$ cat config.mk
export PLATFORM = sky130hd
export DESIGN_NAME = sensors_top
export DESIGN_NICKNAME = d
export VERILOG_FILES = /design/src/common/sensors_pkg.sv /design/src/source/cmd_deser.sv /design/src/sensor_channel/sensor_sync.sv /design/src/sensor_channel/sensor_status.sv /design/src/source/status_router4.sv /design/src/source/sensors_top.sv
export VERILOG_INCLUDE_DIRS = /design/src /design/src/common
export SDC_FILE = /design/constraint.sdc
export NUM_CORES = 1
export LEC_CHECK = 0
export BUFFER_PORTS_ARGS = -buffer_cell sky130_fd_sc_hd__buf_2
export CAP_MARGIN = 30
export CORE_MARGIN = 2
export CORE_UTILIZATION = 60
export CTS_CLUSTER_DIAMETER = 60
export CTS_CLUSTER_SIZE = 20
export DETAILED_ROUTE_END_ITERATION = 10
export GPL_TIMING_DRIVEN = 0
export PLACE_DENSITY = 0.81
export SLEW_MARGIN = 20
export SYNTH_ARGS = -nofsm -noshare
export SYNTH_HDL_FRONTEND = slang
export SYNTH_SLANG_ARGS = --single-unit
$ cat constraint.sdc
create_clock -name mclk -period 5.45 [get_ports mclk]
set_input_delay 1.09 -clock mclk [delete_from_list [all_inputs] [get_ports mclk]]
set_output_delay 1.09 -clock mclk [all_outputs]
set_load 0.01 [all_outputs]
$ cat src/common/sensors_macros.svh
// ~~~~~~~~~~~~~~~~~~~~
// sensor subsystem constants
// address map, mode bit positions, counter widths and reset defaults
// shared by the command decode, frame sync and status blocks
// ~~~~~~~~~~~~~~~~~~~~
`ifndef SENSORS_MACROS_SVH
`define SENSORS_MACROS_SVH

// command port address map
`define SENSOR_GROUP_ADDR    'h400   // first sensor register
`define SENSOR_BASE_INC      'h40    // window per channel
`define SENSOR_CTRL_REL      0       // mode word
`define SENS_SYNC_MULT_REL   'h6     // frames to combine, minus one
`define SENS_SYNC_LATE_REL   'h7     // lines before late sof

// frame sync
`define SENS_SYNC_LATE_DFLT  15      // late line count out of reset
`define SENS_SYNC_BITS       16      // counts and frame counter

// status reporting
`define STATUS_REG_BASE      'h20    // channel 0 status address
`define STATUS_REG_INC       2       // step between channels
`define STATUS_PKT_BYTES     4       // addr + 3 payload bytes

// command framing
`define CMD_BYTES            6       // AL, AH, D0..D3

// mode word bits
`define SENSOR_CHN_EN_BIT    8       // channel enable
`define SENSOR_16BIT_BIT     9       // 16 bpp, stored and reported only

// channel count
`define NUM_SENSORS          4

`endif

$ cat src/common/sensors_pkg.sv
// ~~~~~~~~~~~~~~~~~~~~
// sensor subsystem types
// mode word layout and the two views of a command data word
// ~~~~~~~~~~~~~~~~~~~~
`include "sensors_macros.svh"

package sensors_pkg;

    // per-channel mode register
    typedef struct packed {
        logic [30-`SENSOR_16BIT_BIT:0] rsv_hi;  // [31:10] unused
        logic                          bpp16;   // bit 9
        logic                          chn_en;  // bit 8
        logic [`SENSOR_CHN_EN_BIT-1:0] rsv_lo;  // [7:0] unused
    } sensor_mode_t;

    // count register view, value in the low half
    typedef struct packed {
        logic [31-`SENS_SYNC_BITS:0] rsv;       // ignored on write
        logic [`SENS_SYNC_BITS-1:0]  cnt;       // mult or late
    } cmd_count_t;

    // one command data word, decoded by target register
    typedef union packed {
        sensor_mode_t mode;                     // SENSOR_CTRL_REL
        cmd_count_t   count;                    // MULT / LATE
    } cmd_data_u;

endpackage

$ cat src/source/cmd_deser.sv
// ~~~~~~~~~~~~~~~~~~~~
// command deserializer
// collects six bytes of the byte-serial command port into an
// address and a data word, then issues a single write strobe
// ~~~~~~~~~~~~~~~~~~~~
`timescale 1ns/1ps
`include "sensors_macros.svh"

module cmd_deser
    import sensors_pkg::*;
(
    input  logic        mclk,
    input  logic        rst,
    input  logic [7:0]  cmd_ad_in,    // AL, AH, D0, D1, D2, D3
    input  logic        cmd_stb_in,   // marks AL only
    output logic        wr_stb,       // one cycle, all channels
    output logic [15:0] wr_addr,
    output cmd_data_u   wr_data
);
    localparam int               CNT_W = $clog2(`CMD_BYTES + 1);
    localparam logic [CNT_W-1:0] LAST  = CNT_W'(`CMD_BYTES);  // all bytes in

    logic [7:0]              cmd_ad_r;   // input register
    logic                    cmd_stb_r;
    logic [CNT_W-1:0]        byte_cnt;   // 0 idle, 1..5 collecting, LAST done
    logic [CNT_W-1:0]        byte_idx;   // slot for the current byte
    logic                    collect;
    logic [8*`CMD_BYTES-1:0] cmd_asm;    // assembled command, AL in [7:0]

    assign byte_idx = cmd_stb_r ? '0 : byte_cnt;
    assign collect  = cmd_stb_r || ((byte_cnt != '0) && (byte_cnt != LAST));

    always_ff @(posedge mclk) begin
        cmd_ad_r <= cmd_ad_in;            // payload, no reset
        if (rst) begin
            cmd_stb_r <= 1'b0;
        end else begin
            cmd_stb_r <= cmd_stb_in;
        end
    end

    always_ff @(posedge mclk) begin
        if (collect) begin
            cmd_asm[8*byte_idx +: 8] <= cmd_ad_r;
        end
        if (byte_cnt == LAST) begin       // copy out, frees cmd_asm for next
            wr_addr <= cmd_asm[15:0];
            wr_data <= cmd_data_u'(cmd_asm[8*`CMD_BYTES-1:16]);
        end
    end

    always_ff @(posedge mclk) begin
        if (rst) begin
            byte_cnt <= '0;
            wr_stb   <= 1'b0;
        end else begin
            wr_stb <= (byte_cnt == LAST);
            if (cmd_stb_r) begin
                byte_cnt <= CNT_W'(1);    // AL stored this edge
            end else if (byte_cnt == LAST) begin
                byte_cnt <= '0;
            end else if (byte_cnt != '0) begin
                byte_cnt <= byte_cnt + 1'b1;
            end
        end
    end

    // no back-pressure here, a second strobe must wait for the sixth byte
    a_no_stb_mid_cmd: assert property (@(posedge mclk) disable iff (rst)
        cmd_stb_r |-> ((byte_cnt == '0) || (byte_cnt == LAST)))
        else $error("cmd_deser: strobe inside a command");

endmodule

$ cat src/sensor_channel/sensor_sync.sv
// ~~~~~~~~~~~~~~~~~~~~
// sensor frame sync
// channel registers, trigger divider combining mult+1 triggers
// into one frame, late sof after a number of lines, frame counter
// ~~~~~~~~~~~~~~~~~~~~
`timescale 1ns/1ps
`include "sensors_macros.svh"

module sensor_sync
    import sensors_pkg::*;
#(
    parameter int CHN_NUM = 0            // 0..3, picks the register window
) (
    input  logic                       mclk,
    input  logic                       rst,
    input  logic                       wr_stb,
    input  logic [15:0]                wr_addr,
    input  cmd_data_u                  wr_data,
    input  logic                       trig_in,    // single-cycle pulse
    input  logic                       line_stb,   // single-cycle pulse
    output logic                       sof_out,
    output logic                       sof_late,
    output logic [`SENS_SYNC_BITS-1:0] frame_cnt,
    output sensor_mode_t               mode
);
    localparam logic [15:0] BASE_ADDR = 16'(`SENSOR_GROUP_ADDR + CHN_NUM * `SENSOR_BASE_INC);
    localparam logic [15:0] CTRL_ADDR = BASE_ADDR + 16'(`SENSOR_CTRL_REL);
    localparam logic [15:0] MULT_ADDR = BASE_ADDR + 16'(`SENS_SYNC_MULT_REL);
    localparam logic [15:0] LATE_ADDR = BASE_ADDR + 16'(`SENS_SYNC_LATE_REL);

    logic [`SENS_SYNC_BITS-1:0] mult;      // frames to combine minus 1
    logic [`SENS_SYNC_BITS-1:0] late;      // lines from sof to sof_late
    logic [`SENS_SYNC_BITS-1:0] div_cnt;   // triggers since last sof
    logic [`SENS_SYNC_BITS-1:0] line_cnt;  // lines still to wait
    logic                       pending;   // waiting for lines
    logic                       sof_fire;
    logic                       sof_seen;  // a sof since enable

    assign sof_fire = mode.chn_en && trig_in && (div_cnt == '0);

    // register writes, window decode per channel
    always_ff @(posedge mclk) begin
        if (rst) begin
            mode <= '0;
            mult <= '0;
            late <= `SENS_SYNC_BITS'(`SENS_SYNC_LATE_DFLT);
        end else if (wr_stb) begin
            if (wr_addr == CTRL_ADDR) mode <= wr_data.mode;
            if (wr_addr == MULT_ADDR) mult <= wr_data.count.cnt;
            if (wr_addr == LATE_ADDR) late <= wr_data.count.cnt;
        end
    end

    // trigger divider and frame counter
    always_ff @(posedge mclk) begin
        if (rst) begin
            div_cnt   <= '0;
            sof_out   <= 1'b0;
            frame_cnt <= '0;
            sof_seen  <= 1'b0;
        end else begin
            sof_out <= sof_fire;
            if (!mode.chn_en) begin
                div_cnt  <= '0;                         // held while disabled
                sof_seen <= 1'b0;
            end else if (trig_in) begin
                div_cnt <= (div_cnt >= mult) ? '0 : div_cnt + 1'b1;
            end
            if (sof_out && mode.chn_en) sof_seen <= 1'b1;   // from the issued pulse
            if (sof_fire) frame_cnt <= frame_cnt + 1'b1;  // visible with sof_out
        end
    end

    // late frame sync, restarted by every sof
    always_ff @(posedge mclk) begin
        if (rst) begin
            pending  <= 1'b0;
            line_cnt <= '0;
            sof_late <= 1'b0;
        end else begin
            sof_late <= 1'b0;
            if (!mode.chn_en) begin
                pending  <= 1'b0;                       // drop a stale count
            end else if (sof_fire) begin
                if (late == '0) begin
                    sof_late <= 1'b1;                   // same cycle as sof_out
                    pending  <= 1'b0;
                end else begin
                    pending  <= 1'b1;
                    line_cnt <= late;
                end
            end else if (pending && line_stb) begin
                line_cnt <= line_cnt - 1'b1;
                if (line_cnt == `SENS_SYNC_BITS'(1)) begin  // late-th line
                    sof_late <= 1'b1;
                    pending  <= 1'b0;
                end
            end
        end
    end

    a_late_after_sof: assert property (@(posedge mclk) disable iff (rst)
        sof_late |-> (sof_out || sof_seen))
        else $error("sensor_sync %0d: sof_late before first sof", CHN_NUM);

endmodule

$ cat src/sensor_channel/sensor_status.sv
// ~~~~~~~~~~~~~~~~~~~~
// sensor status sender
// latches frame count and mode flags on late sof, then sends a
// four-byte packet on the byte-serial status port
// ~~~~~~~~~~~~~~~~~~~~
`timescale 1ns/1ps
`include "sensors_macros.svh"

module sensor_status
    import sensors_pkg::*;
#(
    parameter int CHN_NUM = 0              // 0..3, picks the status address
) (
    input  logic                       mclk,
    input  logic                       rst,
    input  logic                       sof_late,
    input  logic [`SENS_SYNC_BITS-1:0] frame_cnt,
    input  sensor_mode_t               mode,
    output logic [7:0]                 status_ad,     // addr, then payload
    output logic                       status_rq,
    input  logic                       status_start   // addr byte taken
);
    localparam logic [7:0] STATUS_ADDR = 8'(`STATUS_REG_BASE + `STATUS_REG_INC * CHN_NUM);
    localparam logic [1:0] LAST_BYTE   = 2'(`STATUS_PKT_BYTES - 1);

    logic [`SENS_SYNC_BITS-1:0] cnt_lat;    // frame count snapshot
    logic [1:0]                 flags_lat;  // {bpp16, chn_en}
    logic                       busy;       // streaming bytes 2..4
    logic [1:0]                 byte_sel;   // byte now on status_ad
    logic                       take;
    logic                       latch;

    assign take  = status_rq && status_start;
    assign latch = sof_late && mode.chn_en && !busy && !take;  // refresh until started

    always_ff @(posedge mclk) begin
        if (latch) begin
            cnt_lat   <= frame_cnt;
            flags_lat <= {mode.bpp16, mode.chn_en};
        end
    end

    always_ff @(posedge mclk) begin
        if (rst) begin
            status_rq <= 1'b0;
            busy      <= 1'b0;
            byte_sel  <= '0;
        end else if (busy) begin
            byte_sel <= byte_sel + 1'b1;
            if (byte_sel == LAST_BYTE) begin
                busy     <= 1'b0;
                byte_sel <= '0;                  // back to address
            end
        end else if (take) begin
            status_rq <= 1'b0;
            busy      <= 1'b1;
            byte_sel  <= 2'd1;
        end else if (latch) begin
            status_rq <= 1'b1;
        end
    end

    always_comb begin
        case (byte_sel)
            2'd0:    status_ad = STATUS_ADDR;
            2'd1:    status_ad = cnt_lat[7:0];
            2'd2:    status_ad = cnt_lat[15:8];
            default: status_ad = {6'b0, flags_lat};
        endcase
    end

    // start comes through the router, only for a live request
    a_start_with_rq: assert property (@(posedge mclk) disable iff (rst)
        status_start |-> status_rq)
        else $error("sensor_status %0d: start without request", CHN_NUM);

endmodule

$ cat src/source/status_router4.sv
// ~~~~~~~~~~~~~~~~~~~~
// status router
// round-robin merge of four byte-serial status streams onto one,
// grant held for a whole packet
// ~~~~~~~~~~~~~~~~~~~~
`timescale 1ns/1ps
`include "sensors_macros.svh"

module status_router4 (
    input  logic                         mclk,
    input  logic                         rst,
    input  logic [`NUM_SENSORS-1:0][7:0] db_in,
    input  logic [`NUM_SENSORS-1:0]      rq_in,
    output logic [`NUM_SENSORS-1:0]      start_in,   // back to granted channel only
    output logic [7:0]                   db_out,
    output logic                         rq_out,
    input  logic                         start_out
);
    localparam int                CHN_W  = $clog2(`NUM_SENSORS);
    localparam int                BCNT_W = $clog2(`STATUS_PKT_BYTES);
    localparam logic [BCNT_W-1:0] LAST   = BCNT_W'(`STATUS_PKT_BYTES - 1);

    logic [CHN_W-1:0]  sel;         // granted or last served channel
    logic [CHN_W-1:0]  nxt;         // next requester after sel
    logic              found;
    logic              granted;
    logic              streaming;   // bytes 2..4 of a packet
    logic [BCNT_W-1:0] byte_cnt;

    // search starts one past the last grant
    always_comb begin
        logic [CHN_W-1:0] cand;
        nxt   = sel;
        found = 1'b0;
        cand  = sel;
        for (int k = 1; k <= `NUM_SENSORS; k++) begin
            cand = CHN_W'((int'(sel) + k) % `NUM_SENSORS);
            if (!found && rq_in[cand]) begin
                nxt   = cand;
                found = 1'b1;
            end
        end
    end

    assign db_out   = db_in[sel];                          // straight through
    assign rq_out   = granted && rq_in[sel];
    assign start_in = (start_out && granted) ? (`NUM_SENSORS'(1) << sel) : '0;

    always_ff @(posedge mclk) begin
        if (rst) begin
            sel       <= CHN_W'(`NUM_SENSORS - 1);   // channel 0 goes first
            granted   <= 1'b0;
            streaming <= 1'b0;
            byte_cnt  <= '0;
        end else if (!granted) begin
            if (found) begin
                sel     <= nxt;
                granted <= 1'b1;
            end
        end else if (streaming) begin
            if (byte_cnt == LAST) begin             // last byte out, release
                granted   <= 1'b0;
                streaming <= 1'b0;
                byte_cnt  <= '0;
            end else begin
                byte_cnt <= byte_cnt + 1'b1;
            end
        end else if (start_out && rq_out) begin
            streaming <= 1'b1;
            byte_cnt  <= BCNT_W'(1);                // address byte taken
        end
    end

    a_start_needs_rq: assert property (@(posedge mclk) disable iff (rst)
        start_out |-> rq_out)
        else $error("status_router4: start with no request out");

endmodule

$ cat src/source/sensors_top.sv
// ~~~~~~~~~~~~~~~~~~~~
// sensor subsystem top
// command decode, four frame sync channels with status senders,
// and the status router
// ~~~~~~~~~~~~~~~~~~~~
`timescale 1ns/1ps
`include "sensors_macros.svh"

module sensors_top
    import sensors_pkg::*;
(
    input  logic                    mclk,
    input  logic                    rst,
    input  logic [7:0]              cmd_ad_in,      // byte-serial command
    input  logic                    cmd_stb_in,
    output logic [7:0]              status_ad,      // byte-serial status
    output logic                    status_rq,
    input  logic                    status_start,
    input  logic [`NUM_SENSORS-1:0] trig_in,
    input  logic [`NUM_SENSORS-1:0] line_stb,
    output logic [`NUM_SENSORS-1:0] sof_out_mclk,
    output logic [`NUM_SENSORS-1:0] sof_late_mclk
);
    logic                         wr_stb;
    logic [15:0]                  wr_addr;
    cmd_data_u                    wr_data;
    logic [`NUM_SENSORS-1:0][7:0] status_ad_chn;
    logic [`NUM_SENSORS-1:0]      status_rq_chn;
    logic [`NUM_SENSORS-1:0]      status_start_chn;

    cmd_deser cmd_deser_i (
        .mclk       (mclk),
        .rst        (rst),
        .cmd_ad_in  (cmd_ad_in),
        .cmd_stb_in (cmd_stb_in),
        .wr_stb     (wr_stb),
        .wr_addr    (wr_addr),
        .wr_data    (wr_data)
    );

    for (genvar i = 0; i < `NUM_SENSORS; i++) begin : g_chn
        logic [`SENS_SYNC_BITS-1:0] frame_cnt;
        sensor_mode_t               mode;

        sensor_sync #(.CHN_NUM(i)) sensor_sync_i (
            .mclk      (mclk),
            .rst       (rst),
            .wr_stb    (wr_stb),
            .wr_addr   (wr_addr),
            .wr_data   (wr_data),
            .trig_in   (trig_in[i]),
            .line_stb  (line_stb[i]),
            .sof_out   (sof_out_mclk[i]),
            .sof_late  (sof_late_mclk[i]),
            .frame_cnt (frame_cnt),
            .mode      (mode)
        );

        sensor_status #(.CHN_NUM(i)) sensor_status_i (
            .mclk         (mclk),
            .rst          (rst),
            .sof_late     (sof_late_mclk[i]),
            .frame_cnt    (frame_cnt),
            .mode         (mode),
            .status_ad    (status_ad_chn[i]),
            .status_rq    (status_rq_chn[i]),
            .status_start (status_start_chn[i])
        );
    end

    status_router4 status_router4_i (
        .mclk      (mclk),
        .rst       (rst),
        .db_in     (status_ad_chn),
        .rq_in     (status_rq_chn),
        .start_in  (status_start_chn),
        .db_out    (status_ad),
        .rq_out    (status_rq),
        .start_out (status_start)
    );

endmodule

==> impl_summary.log, run 1 <==
INFO  metric outcome = completed
INFO  metric top_area_cells_in_the_synthesized_netlist = dfxtp_1 32%, edfxtp_1 17%, ha_1 5.8%
INFO  metric netlist_instances = between 2000 and 3000
INFO  metric final_layout_size_suffix_gt1_share = 5.69%
INFO  metric drtIter0Drc = around 1700
INFO  metric most_frequently_used_cell_type_in_the_post_synthesis_netlist = dfxtp_1
INFO  metric yosys.cell_types.count = 71
INFO  metric power_leakage = approximately 9.1 nW
INFO  metric route.vias.total = approximately 19000
INFO  metric dpl_hpwl = 44000 um
INFO  metric placeableCoreArea = 38800 um^2
INFO  metric worstMarginPinSlew = 1.06 ns
INFO  metric route.top_layer_used = met4
INFO  metric ctsHoldBuffers = 0
INFO  metric cts.clk_slew.worst_paths = around 0.080 ns
INFO  metric post_drt_antenna_nets = 0
INFO  metric die_x = between 200 and 250 um
INFO  metric pwr_density_cell = approximately 270 nW/um^2
INFO  metric synth_fp_nets = roughly 2700
INFO  metric max-vdd-ir-drop = 275 uV
INFO  metric clock_insertion_delay_worst_skew = 0.59 ns
INFO  metric groute.usage.overall = between 20% and 30%
INFO  metric synth_commonest_cells = 375 x dfxtp_1, 296 x nor2_1, 193 x nand2_1
INFO  metric wirelength = approximately 62000 um
INFO  metric totalNegativeSetupSlack = 0 ns
INFO  metric max_freq = 268 MHz
INFO  metric place_area = 24600 um^2
INFO  metric synth_area_per_cell = 9.38 um^2
INFO  metric clkSinkCount = 511
INFO  metric worstPathRequired = roughly 4.4 ns
INFO  metric critical_path_source = g_chn[1].sensor_status_i.byte_sel[0]
INFO  metric die_y = roughly 200 um
INFO  metric postCtsSetupRepairBufs = 0
INFO  metric r2r_start = cmd_deser_i.byte_cnt[0]
INFO  metric synth.top_cell.area_share = 31.6%
INFO  metric wl_met1 = between 20000 and 30000 um
INFO  metric last_weighted_congestion_value_of_the_routability_driven_placer = about 0.96
INFO  metric clk_path_buf_depth = 3
INFO  metric worst_setup_path_start_kind = flip-flop
INFO  metric routed-wl-met2 = approximately 28000 um
INFO  metric slew_headroom = roughly 30%
INFO  metric synth_sequential_area_ratio = about half
INFO  metric synth.cell_area = about 24000 um^2
INFO  metric async_reset_ff_share = 0%
INFO  metric cts_tree = done
INFO  metric wl_met3 = 5290 um
INFO  metric numCtsBuffers = 39
INFO  metric fin_crit_sh = 68.5%
INFO  metric drcViolationCount = 0
INFO  metric synth-edff-count = roughly 140
INFO  metric finalNetCount = 2738
INFO  metric report.final.setup_viol = 0
INFO  metric report.final.slew_viol_count = 0
INFO  metric flow.area_growth_from_synthesis = 9.19%
INFO  metric cts-resized-gates = 0
INFO  metric crit_fanout = 8
INFO  metric avgRoutedWirePerCell = 19.5 um
INFO  metric dominantRegCellSynth = dfxtp_1
INFO  metric grt_setup_unrepaired = false
INFO  metric die-area = about 40000 um^2
INFO  metric initial_cell_density_of_the_core = 61.1%
INFO  metric layout_min_cycle_time = ~3.7 ns
INFO  metric final.hold.worst_slack = about 0.41 ns
INFO  metric finalHoldViolations = 0
INFO  metric first_global_vias = around 19000
INFO  metric clk_root_buffer_cell = clkbuf_16
INFO  metric synth_top_cell_by_area = dfxtp_1
INFO  metric drt-pass1-iter-count = 6
INFO  metric nature_of_the_critical_path_endpoint = output port
INFO  metric worst_ep_arrival_time = ~2.6 ns
INFO  metric port_buffers = 31
INFO  metric floorplan.rows = a little over 70
INFO  metric min-delay-path-class = reg2reg
INFO  metric hold_path_startpoint = cmd_deser_i.cmd_asm[18]
INFO  metric finalCoreUtilization = around two thirds
INFO  metric cts-htree-levels = 2
INFO  metric largest_net_degree_at_the_start_of_global_routing = 22
INFO  metric max_cap_violations = 0
INFO  metric synth_seq_cells = around 510
INFO  metric wire_length_of_the_first_global_routing_pass = ~98000 um
INFO  metric setup.worst_path.class = reg2out
INFO  metric route.detailed.vias_per_inst = slightly above 6
INFO  metric n_fill_cell = ~3000
INFO  metric antenna_found_initial = 0
INFO  metric final_cell_area = between 20000 and 30000 um^2
INFO  metric finalClockSkew = approximately 0.023 ns
INFO  metric ioPinCount = 37
INFO  metric ys_warn_count = 0
INFO  metric globalRoute.totalOverflow = 0
[kinds of logic (layout without fill, tap and decap cells)]
logic type      count (synthesis)  count (layout)  synth area share [%]
simple gates                 1031            1031                  21.7
flops                         511             511                  48.8
compound gates                407             407                  10.8
buf+inv                       256             364                  4.24
xor+xnor                      113             113                  4.17
fa+ha+maj                     110             110                  5.80
mux                           102             102                  4.47
other cells                     0               2                     0
[worst paths after layout]
kind	endpoint	slack (ns)	cells past startpoint
setup / recovery	status_ad[1]	1.72	7
hold / removal	cmd_deser_i.wr_data[2]	0.41	0
setup reg to reg	cmd_deser_i.cmd_asm[3]	2.37	8
hold reg to reg	cmd_deser_i.wr_data[2]	0.41	0
[worst max-delay path: stages, from the launching register on]
cell and delay [ns]:
dfxtp_1 0.43, inv_1 0.12, ha_1 0.21, clkbuf_1 0.19
a221oi_1 0.33, o21ai_0 0.14, mux4_2 0.50, buf_2 0.16
[through the flow]
step                      instances  power, mW  worst slack (ns)
final                          3158       7.11              1.72
after global routing           3156       7.29              1.56
after CTS                      3153       7.14              1.70
after detailed placement       3082       4.23              1.65
after global placement         3079       4.22              1.67
after floorplan                2530       4.15              2.34
[routing by layer]
metal / vias to the layer above / track usage (%)
met3: 156 / 6.16
met4: 0 / 12.3
met5: - / 0
li1: 9156 / -
met2: 812 / 47.7
met1: 9221 / 39.7
[area by class of cell]
type | instances | area [um^2] | share of cell area, %
Antenna cell | 2 | 5.00 | 0.0193
Clock buffer | 51 | 1070 | 4.12
Multi-Input combinational cell | 1763 | 11100 | 43.0
Buffer | 143 | 582 | 2.24
Inverter | 113 | 424 | 1.64
Sequential cell | 511 | 11600 | 44.7
Timing Repair Buffer | 37 | 236 | 0.912
Clock inverter | 20 | 218 | 0.840
Tap cell | 518 | 648 | 2.50
[power by group]
part,switching (mW),leakage (nW),internal [mW]
sequential,0.0115,4.26,3.90
combinational,0.164,4.21,0.0730
clock,1.50,0.622,1.46
[flip-flops by register name, summed over array words and instances (netlist names), 2 cells and up]
name                             cells
cmd_deser_i.byte_cnt                 3
cmd_deser_i.cmd_ad_r                 8
cmd_deser_i.cmd_asm                 32
cmd_deser_i.wr_addr                 16
cmd_deser_i.wr_data                 16
g_chn.sensor_status_i.busy           4
g_chn.sensor_status_i.byte_sel       8
g_chn.sensor_status_i.cnt_lat       64
g_chn.sensor_status_i.flags_lat      8
g_chn.sensor_status_i.status_rq      4
g_chn.sensor_sync_i.div_cnt         64
g_chn.sensor_sync_i.frame_cnt       64
g_chn.sensor_sync_i.late            64
g_chn.sensor_sync_i.line_cnt        64
g_chn.sensor_sync_i.mode             8
g_chn.sensor_sync_i.mult            64
g_chn.sensor_sync_i.pending          4
g_chn.sensor_sync_i.sof_late         4
g_chn.sensor_sync_i.sof_out          4
status_router4_i.byte_cnt            2
status_router4_i.sel                 2
[placed cells by master, fill, tap and decap left out, types with 43 or more instances in the layout]
| master | Yosys | final |
|---|---|---|
| edfxtp_1 | 136 | 136 |
| nor2_1 | 296 | 296 |
| nand3_1 | 89 | 89 |
| clkbuf_1 | 118 | 126 |
| inv_1 | 112 | 112 |
| mux2i_1 | 98 | 98 |
| nor3_1 | 103 | 103 |
| nor4_1 | 44 | 43 |
| o21ai_0 | 72 | 72 |
| nand2_1 | 193 | 193 |
| a21oi_1 | 154 | 154 |
| nand4_1 | 61 | 61 |
| ha_1 | 110 | 110 |
| xnor2_1 | 57 | 57 |
| buf_2 | 12 | 43 |
| dfxtp_1 | 375 | 375 |
| xor2_1 | 56 | 56 |
Note: power is estimated with default switching activity, not from simulation.
==> inputs of run 2 (changes only) <==
--- a/config.mk
+++ b/config.mk
@@ -6,15 +6,16 @@
 export SDC_FILE = /design/constraint.sdc
 export NUM_CORES = 1
 export LEC_CHECK = 0
+export ABC_AREA = 1
 export BUFFER_PORTS_ARGS = -buffer_cell sky130_fd_sc_hd__buf_2
 export CAP_MARGIN = 30
 export CORE_MARGIN = 2
-export CORE_UTILIZATION = 60
+export CORE_UTILIZATION = 57
 export CTS_CLUSTER_DIAMETER = 60
 export CTS_CLUSTER_SIZE = 20
 export DETAILED_ROUTE_END_ITERATION = 10
 export GPL_TIMING_DRIVEN = 0
-export PLACE_DENSITY = 0.81
+export PLACE_DENSITY = 0.8
 export SLEW_MARGIN = 20
 export SYNTH_ARGS = -nofsm -noshare
 export SYNTH_HDL_FRONTEND = slang
==> constraint.sdc (replaced) <==
create_clock -name mclk -period 3.21 [get_ports mclk]
set_input_delay 0.642 -clock mclk [delete_from_list [all_inputs] [get_ports mclk]]
set_output_delay 0.642 -clock mclk [all_outputs]
set_load 0.01 [all_outputs]
==> run 2 against run 1 <==
  * Clock skew down 0.0020 ns
  * Die area is 13% higher
  * Worst setup slack lost 1.6 ns
  * Hold slack lost 0.26 ns
  * Routed wire length increased by 5.1%
  * Sequential share of layout area down 2.9 points
  * Flip-flop and latch count did not move
  * Sequential power rose by 72%
  * Clock-buffer cell count decreased by 3
  * Power increased by 79%
  * Largest cell class is now multi-input combinational cells
  * Highest routed layer unchanged
==> impl_summary.log, run 2 <==
INFO  metric synth_seq_cells = about 500
INFO  metric cell_by_cell_listing_of_the_critical_path = inv_1 -> clkbuf_1 -> nor2_1 -> o21ai_0 -> a22oi_1 -> buf_2
INFO  metric p_sw_share = 24.9%
INFO  metric share_seq_of_total_power = a little over half
INFO  metric max_freq = about 320 MHz
INFO  metric cts-resized-gates = 0
INFO  metric dpl_hpwl = between 40000 and 50000 um
INFO  metric placeableCoreArea = between 40000 and 50000 um^2
INFO  metric report.final.slew_viol_count = 0
INFO  metric outcome = completed
INFO  metric synth_sequential_area_ratio = about 45%
INFO  metric max_cap_violations = 0
INFO  metric wire_length_of_the_first_global_routing_pass = 104000 um
INFO  metric final_cell_area = ~28000 um^2
INFO  metric p_int = between 9 and 10 mW
INFO  metric power.clock.fraction = between 40 and 50%
INFO  metric groute.usage.overall = ~28%
INFO  metric combPwrFrac = ~7%
INFO  metric flow.area_growth_from_synthesis = 8.80%
INFO  metric diodes = 0
INFO  metric route.vias.total = 22100
INFO  metric antenna_found_initial = 0
INFO  metric pwr_density_cell = 458 nW/um^2
INFO  metric last_weighted_congestion_value_of_the_routability_driven_placer = a little under 1
INFO  metric report.final.setup_viol = 0
INFO  metric finalClockSkew = roughly 0.021 ns
INFO  metric most-common-layout-cells = 745 x nand2_1, 510 x nor2_1, 396 x inv_1
INFO  metric clk_path_buf_depth = 3
INFO  metric cts-htree-levels = 2
INFO  metric drcViolationCount = 0
INFO  metric max-vdd-ir-drop = between 500 and 600 uV
INFO  metric setup.worst_path.class = reg2out
INFO  metric total_switching_power = ~3.2 mW
INFO  metric async_reset_ff_share = 0%
INFO  metric finalNetCount = about 3500
INFO  metric post_place_cells = between 3000 and 4000
INFO  metric globalRoute.totalOverflow = 0
INFO  metric grt_setup_unrepaired = false
INFO  metric initial_cell_density_of_the_core = 57.7%
INFO  metric drt-pass1-iter-count = 6
INFO  metric synth.top_cell.area_share = between 20% and 30%
INFO  metric totalNegativeSetupSlack = 0 ns
INFO  metric total_power = 12.7 mW
INFO  metric finalWorstSetupSlack = 0.117 ns
INFO  metric min-delay-path-class = in2reg
INFO  metric numCtsBuffers = 38
INFO  metric n_fill_cell = between 3000 and 4000
INFO  metric clkSinkCount = slightly above 500
INFO  metric port_buffers = 33
INFO  metric most_frequently_used_cell_type_in_the_post_synthesis_netlist = nand2_1
INFO  metric final.hold.worst_slack = approximately 0.16 ns
INFO  metric layout_min_cycle_time = about 3.1 ns
INFO  metric mostFrequentLayoutCell = nand2_1
INFO  metric clk_root_buffer_cell = clkbuf_16
INFO  metric ctsHoldBuffers = 0
INFO  metric place_area = around 26000 um^2
INFO  metric synth_top_cell_by_area = dfxtp_1
INFO  metric route.detailed.vias_per_inst = about 5.5
INFO  metric cts.clk_slew.worst_paths = about 0.080 ns
INFO  metric ioPinCount = 37
INFO  metric power_leakage = 11.2 nW
INFO  metric yosys.cell_types.count = 50
INFO  metric synth.cell_area = between 20000 and 30000 um^2
INFO  metric final_layout_size_suffix_gt1_share = under 10%
INFO  metric finalHoldViolations = 0
INFO  metric netlist_instances = between 3000 and 4000
INFO  metric top_area_cells_in_the_synthesized_netlist = dfxtp_1 29%, edfxtp_1 16%, nand2_1 11%
INFO  metric slew_headroom = between 20% and 30%
INFO  metric slowest_cell_on_the_critical_path = dfxtp_1
INFO  metric worst_ep_arrival_time = 2.45 ns
INFO  metric die_y = 215 um
INFO  metric floorplan.rows = 77
INFO  metric cts_tree = done
INFO  metric drtIter0Drc = about 2100
INFO  metric place_ws = about 0.19 ns
INFO  metric crit_fanout = 11
INFO  metric die-area = between 40000 and 50000 um^2
INFO  metric postCtsSetupRepairBufs = 0
INFO  metric largest_net_degree_at_the_start_of_global_routing = 34
INFO  metric clock_insertion_delay_worst_skew = 0.59 ns
INFO  metric die_x = 215 um
INFO  metric worst_setup_path_start_kind = flip-flop
INFO  metric post_drt_antenna_nets = 0
INFO  metric worstMarginPinSlew = approximately 1.1 ns
INFO  metric avgRoutedWirePerCell = 16.1 um
INFO  metric synth_fp_nets = 3475
INFO  metric first_global_vias = 20500
INFO  metric ys_warn_count = 0
INFO  metric fin_crit_sh = slightly below 100%
INFO  metric peak_per_stage_delay_on_the_critical_path = 0.42 ns
INFO  metric synth_commonest_cells = 745 x nand2_1, 514 x nor2_1, 397 x inv_1
INFO  metric synth-edff-count = ~140
INFO  metric dominantRegCellSynth = dfxtp_1
INFO  metric nature_of_the_critical_path_endpoint = output port
INFO  metric worstPathRequired = 2.57 ns
INFO  metric final-instance-count-excl-fill = 4038
INFO  metric synth_area_per_cell = about 7.6 um^2
INFO  metric finalCoreUtilization = 62.8%
INFO  metric wirelength = about 65000 um
[run 2: final cells by class]
class | count | area, um^2 | share of cell area, %
tap | 592 | 741 | 2.67
multi-input combinational | 2317 | 11800 | 42.6
sequential | 511 | 11600 | 41.8
clock inverter | 19 | 269 | 0.970
buffer | 109 | 574 | 2.07
timing repair buffer | 34 | 176 | 0.636
inverter | 408 | 1540 | 5.55
clock buffer | 48 | 1030 | 3.71
[run 2: power groups by stage]
stage	registers (mW)	clock network, mW	logic (mW)
global route	6.72	5.39	1.00
CTS	6.71	5.17	0.871
global placement	6.86	0	0.847
finish	6.71	5.09	0.903
floorplan	6.85	0	0.599
detailed placement	6.86	0	0.860
[run 2: metal layers]
layer / up-vias / part of all wire (%) / global-route usage (%)
li1: 11000 / - / -
met1: 10100 / 43 / 36.9
met2: 843 / 46 / 46.2
met3: 142 / 7.4 / 3.69
met4: 0 / 3.3 / 10.3
met5: - / 0 / 0
[run 2: kinds of logic after synthesis]
| kind of cell | after synthesis | share of synthesized area [%] |
|---|---|---|
| compound gates | 547 | 12.0 |
| fa+ha+maj | 110 | 5.40 |
| buf+inv | 517 | 8.27 |
| simple gates | 1573 | 25.8 |
| xor+xnor | 87 | 2.99 |
| flops | 511 | 45.5 |
[run 2: final timing paths]
kind	startpoint	to	slack, ns	depth (start not counted)
max reg2reg	cmd_deser_i.byte_cnt[0]	cmd_deser_i.cmd_asm[17]	0.54	7
min reg2reg	cmd_deser_i.cmd_asm[14]	cmd_deser_i.wr_addr[14]	0.41	0
min	cmd_ad_in[7]	cmd_deser_i.cmd_ad_r[7]	0.16	1
max	status_router4_i.sel[0]	status_ad[2]	0.12	6
[run 2: critical path: cells and delay by family (launching register included)]
| kind | cells | cell delay [ns] |
|---|---|---|
| AND/OR/NAND/NOR | 1 | 0.37 |
| AO/OA/AOI/OAI | 2 | 0.53 |
| buffers and inverters | 3 | 0.56 |
| flip-flops | 1 | 0.42 |
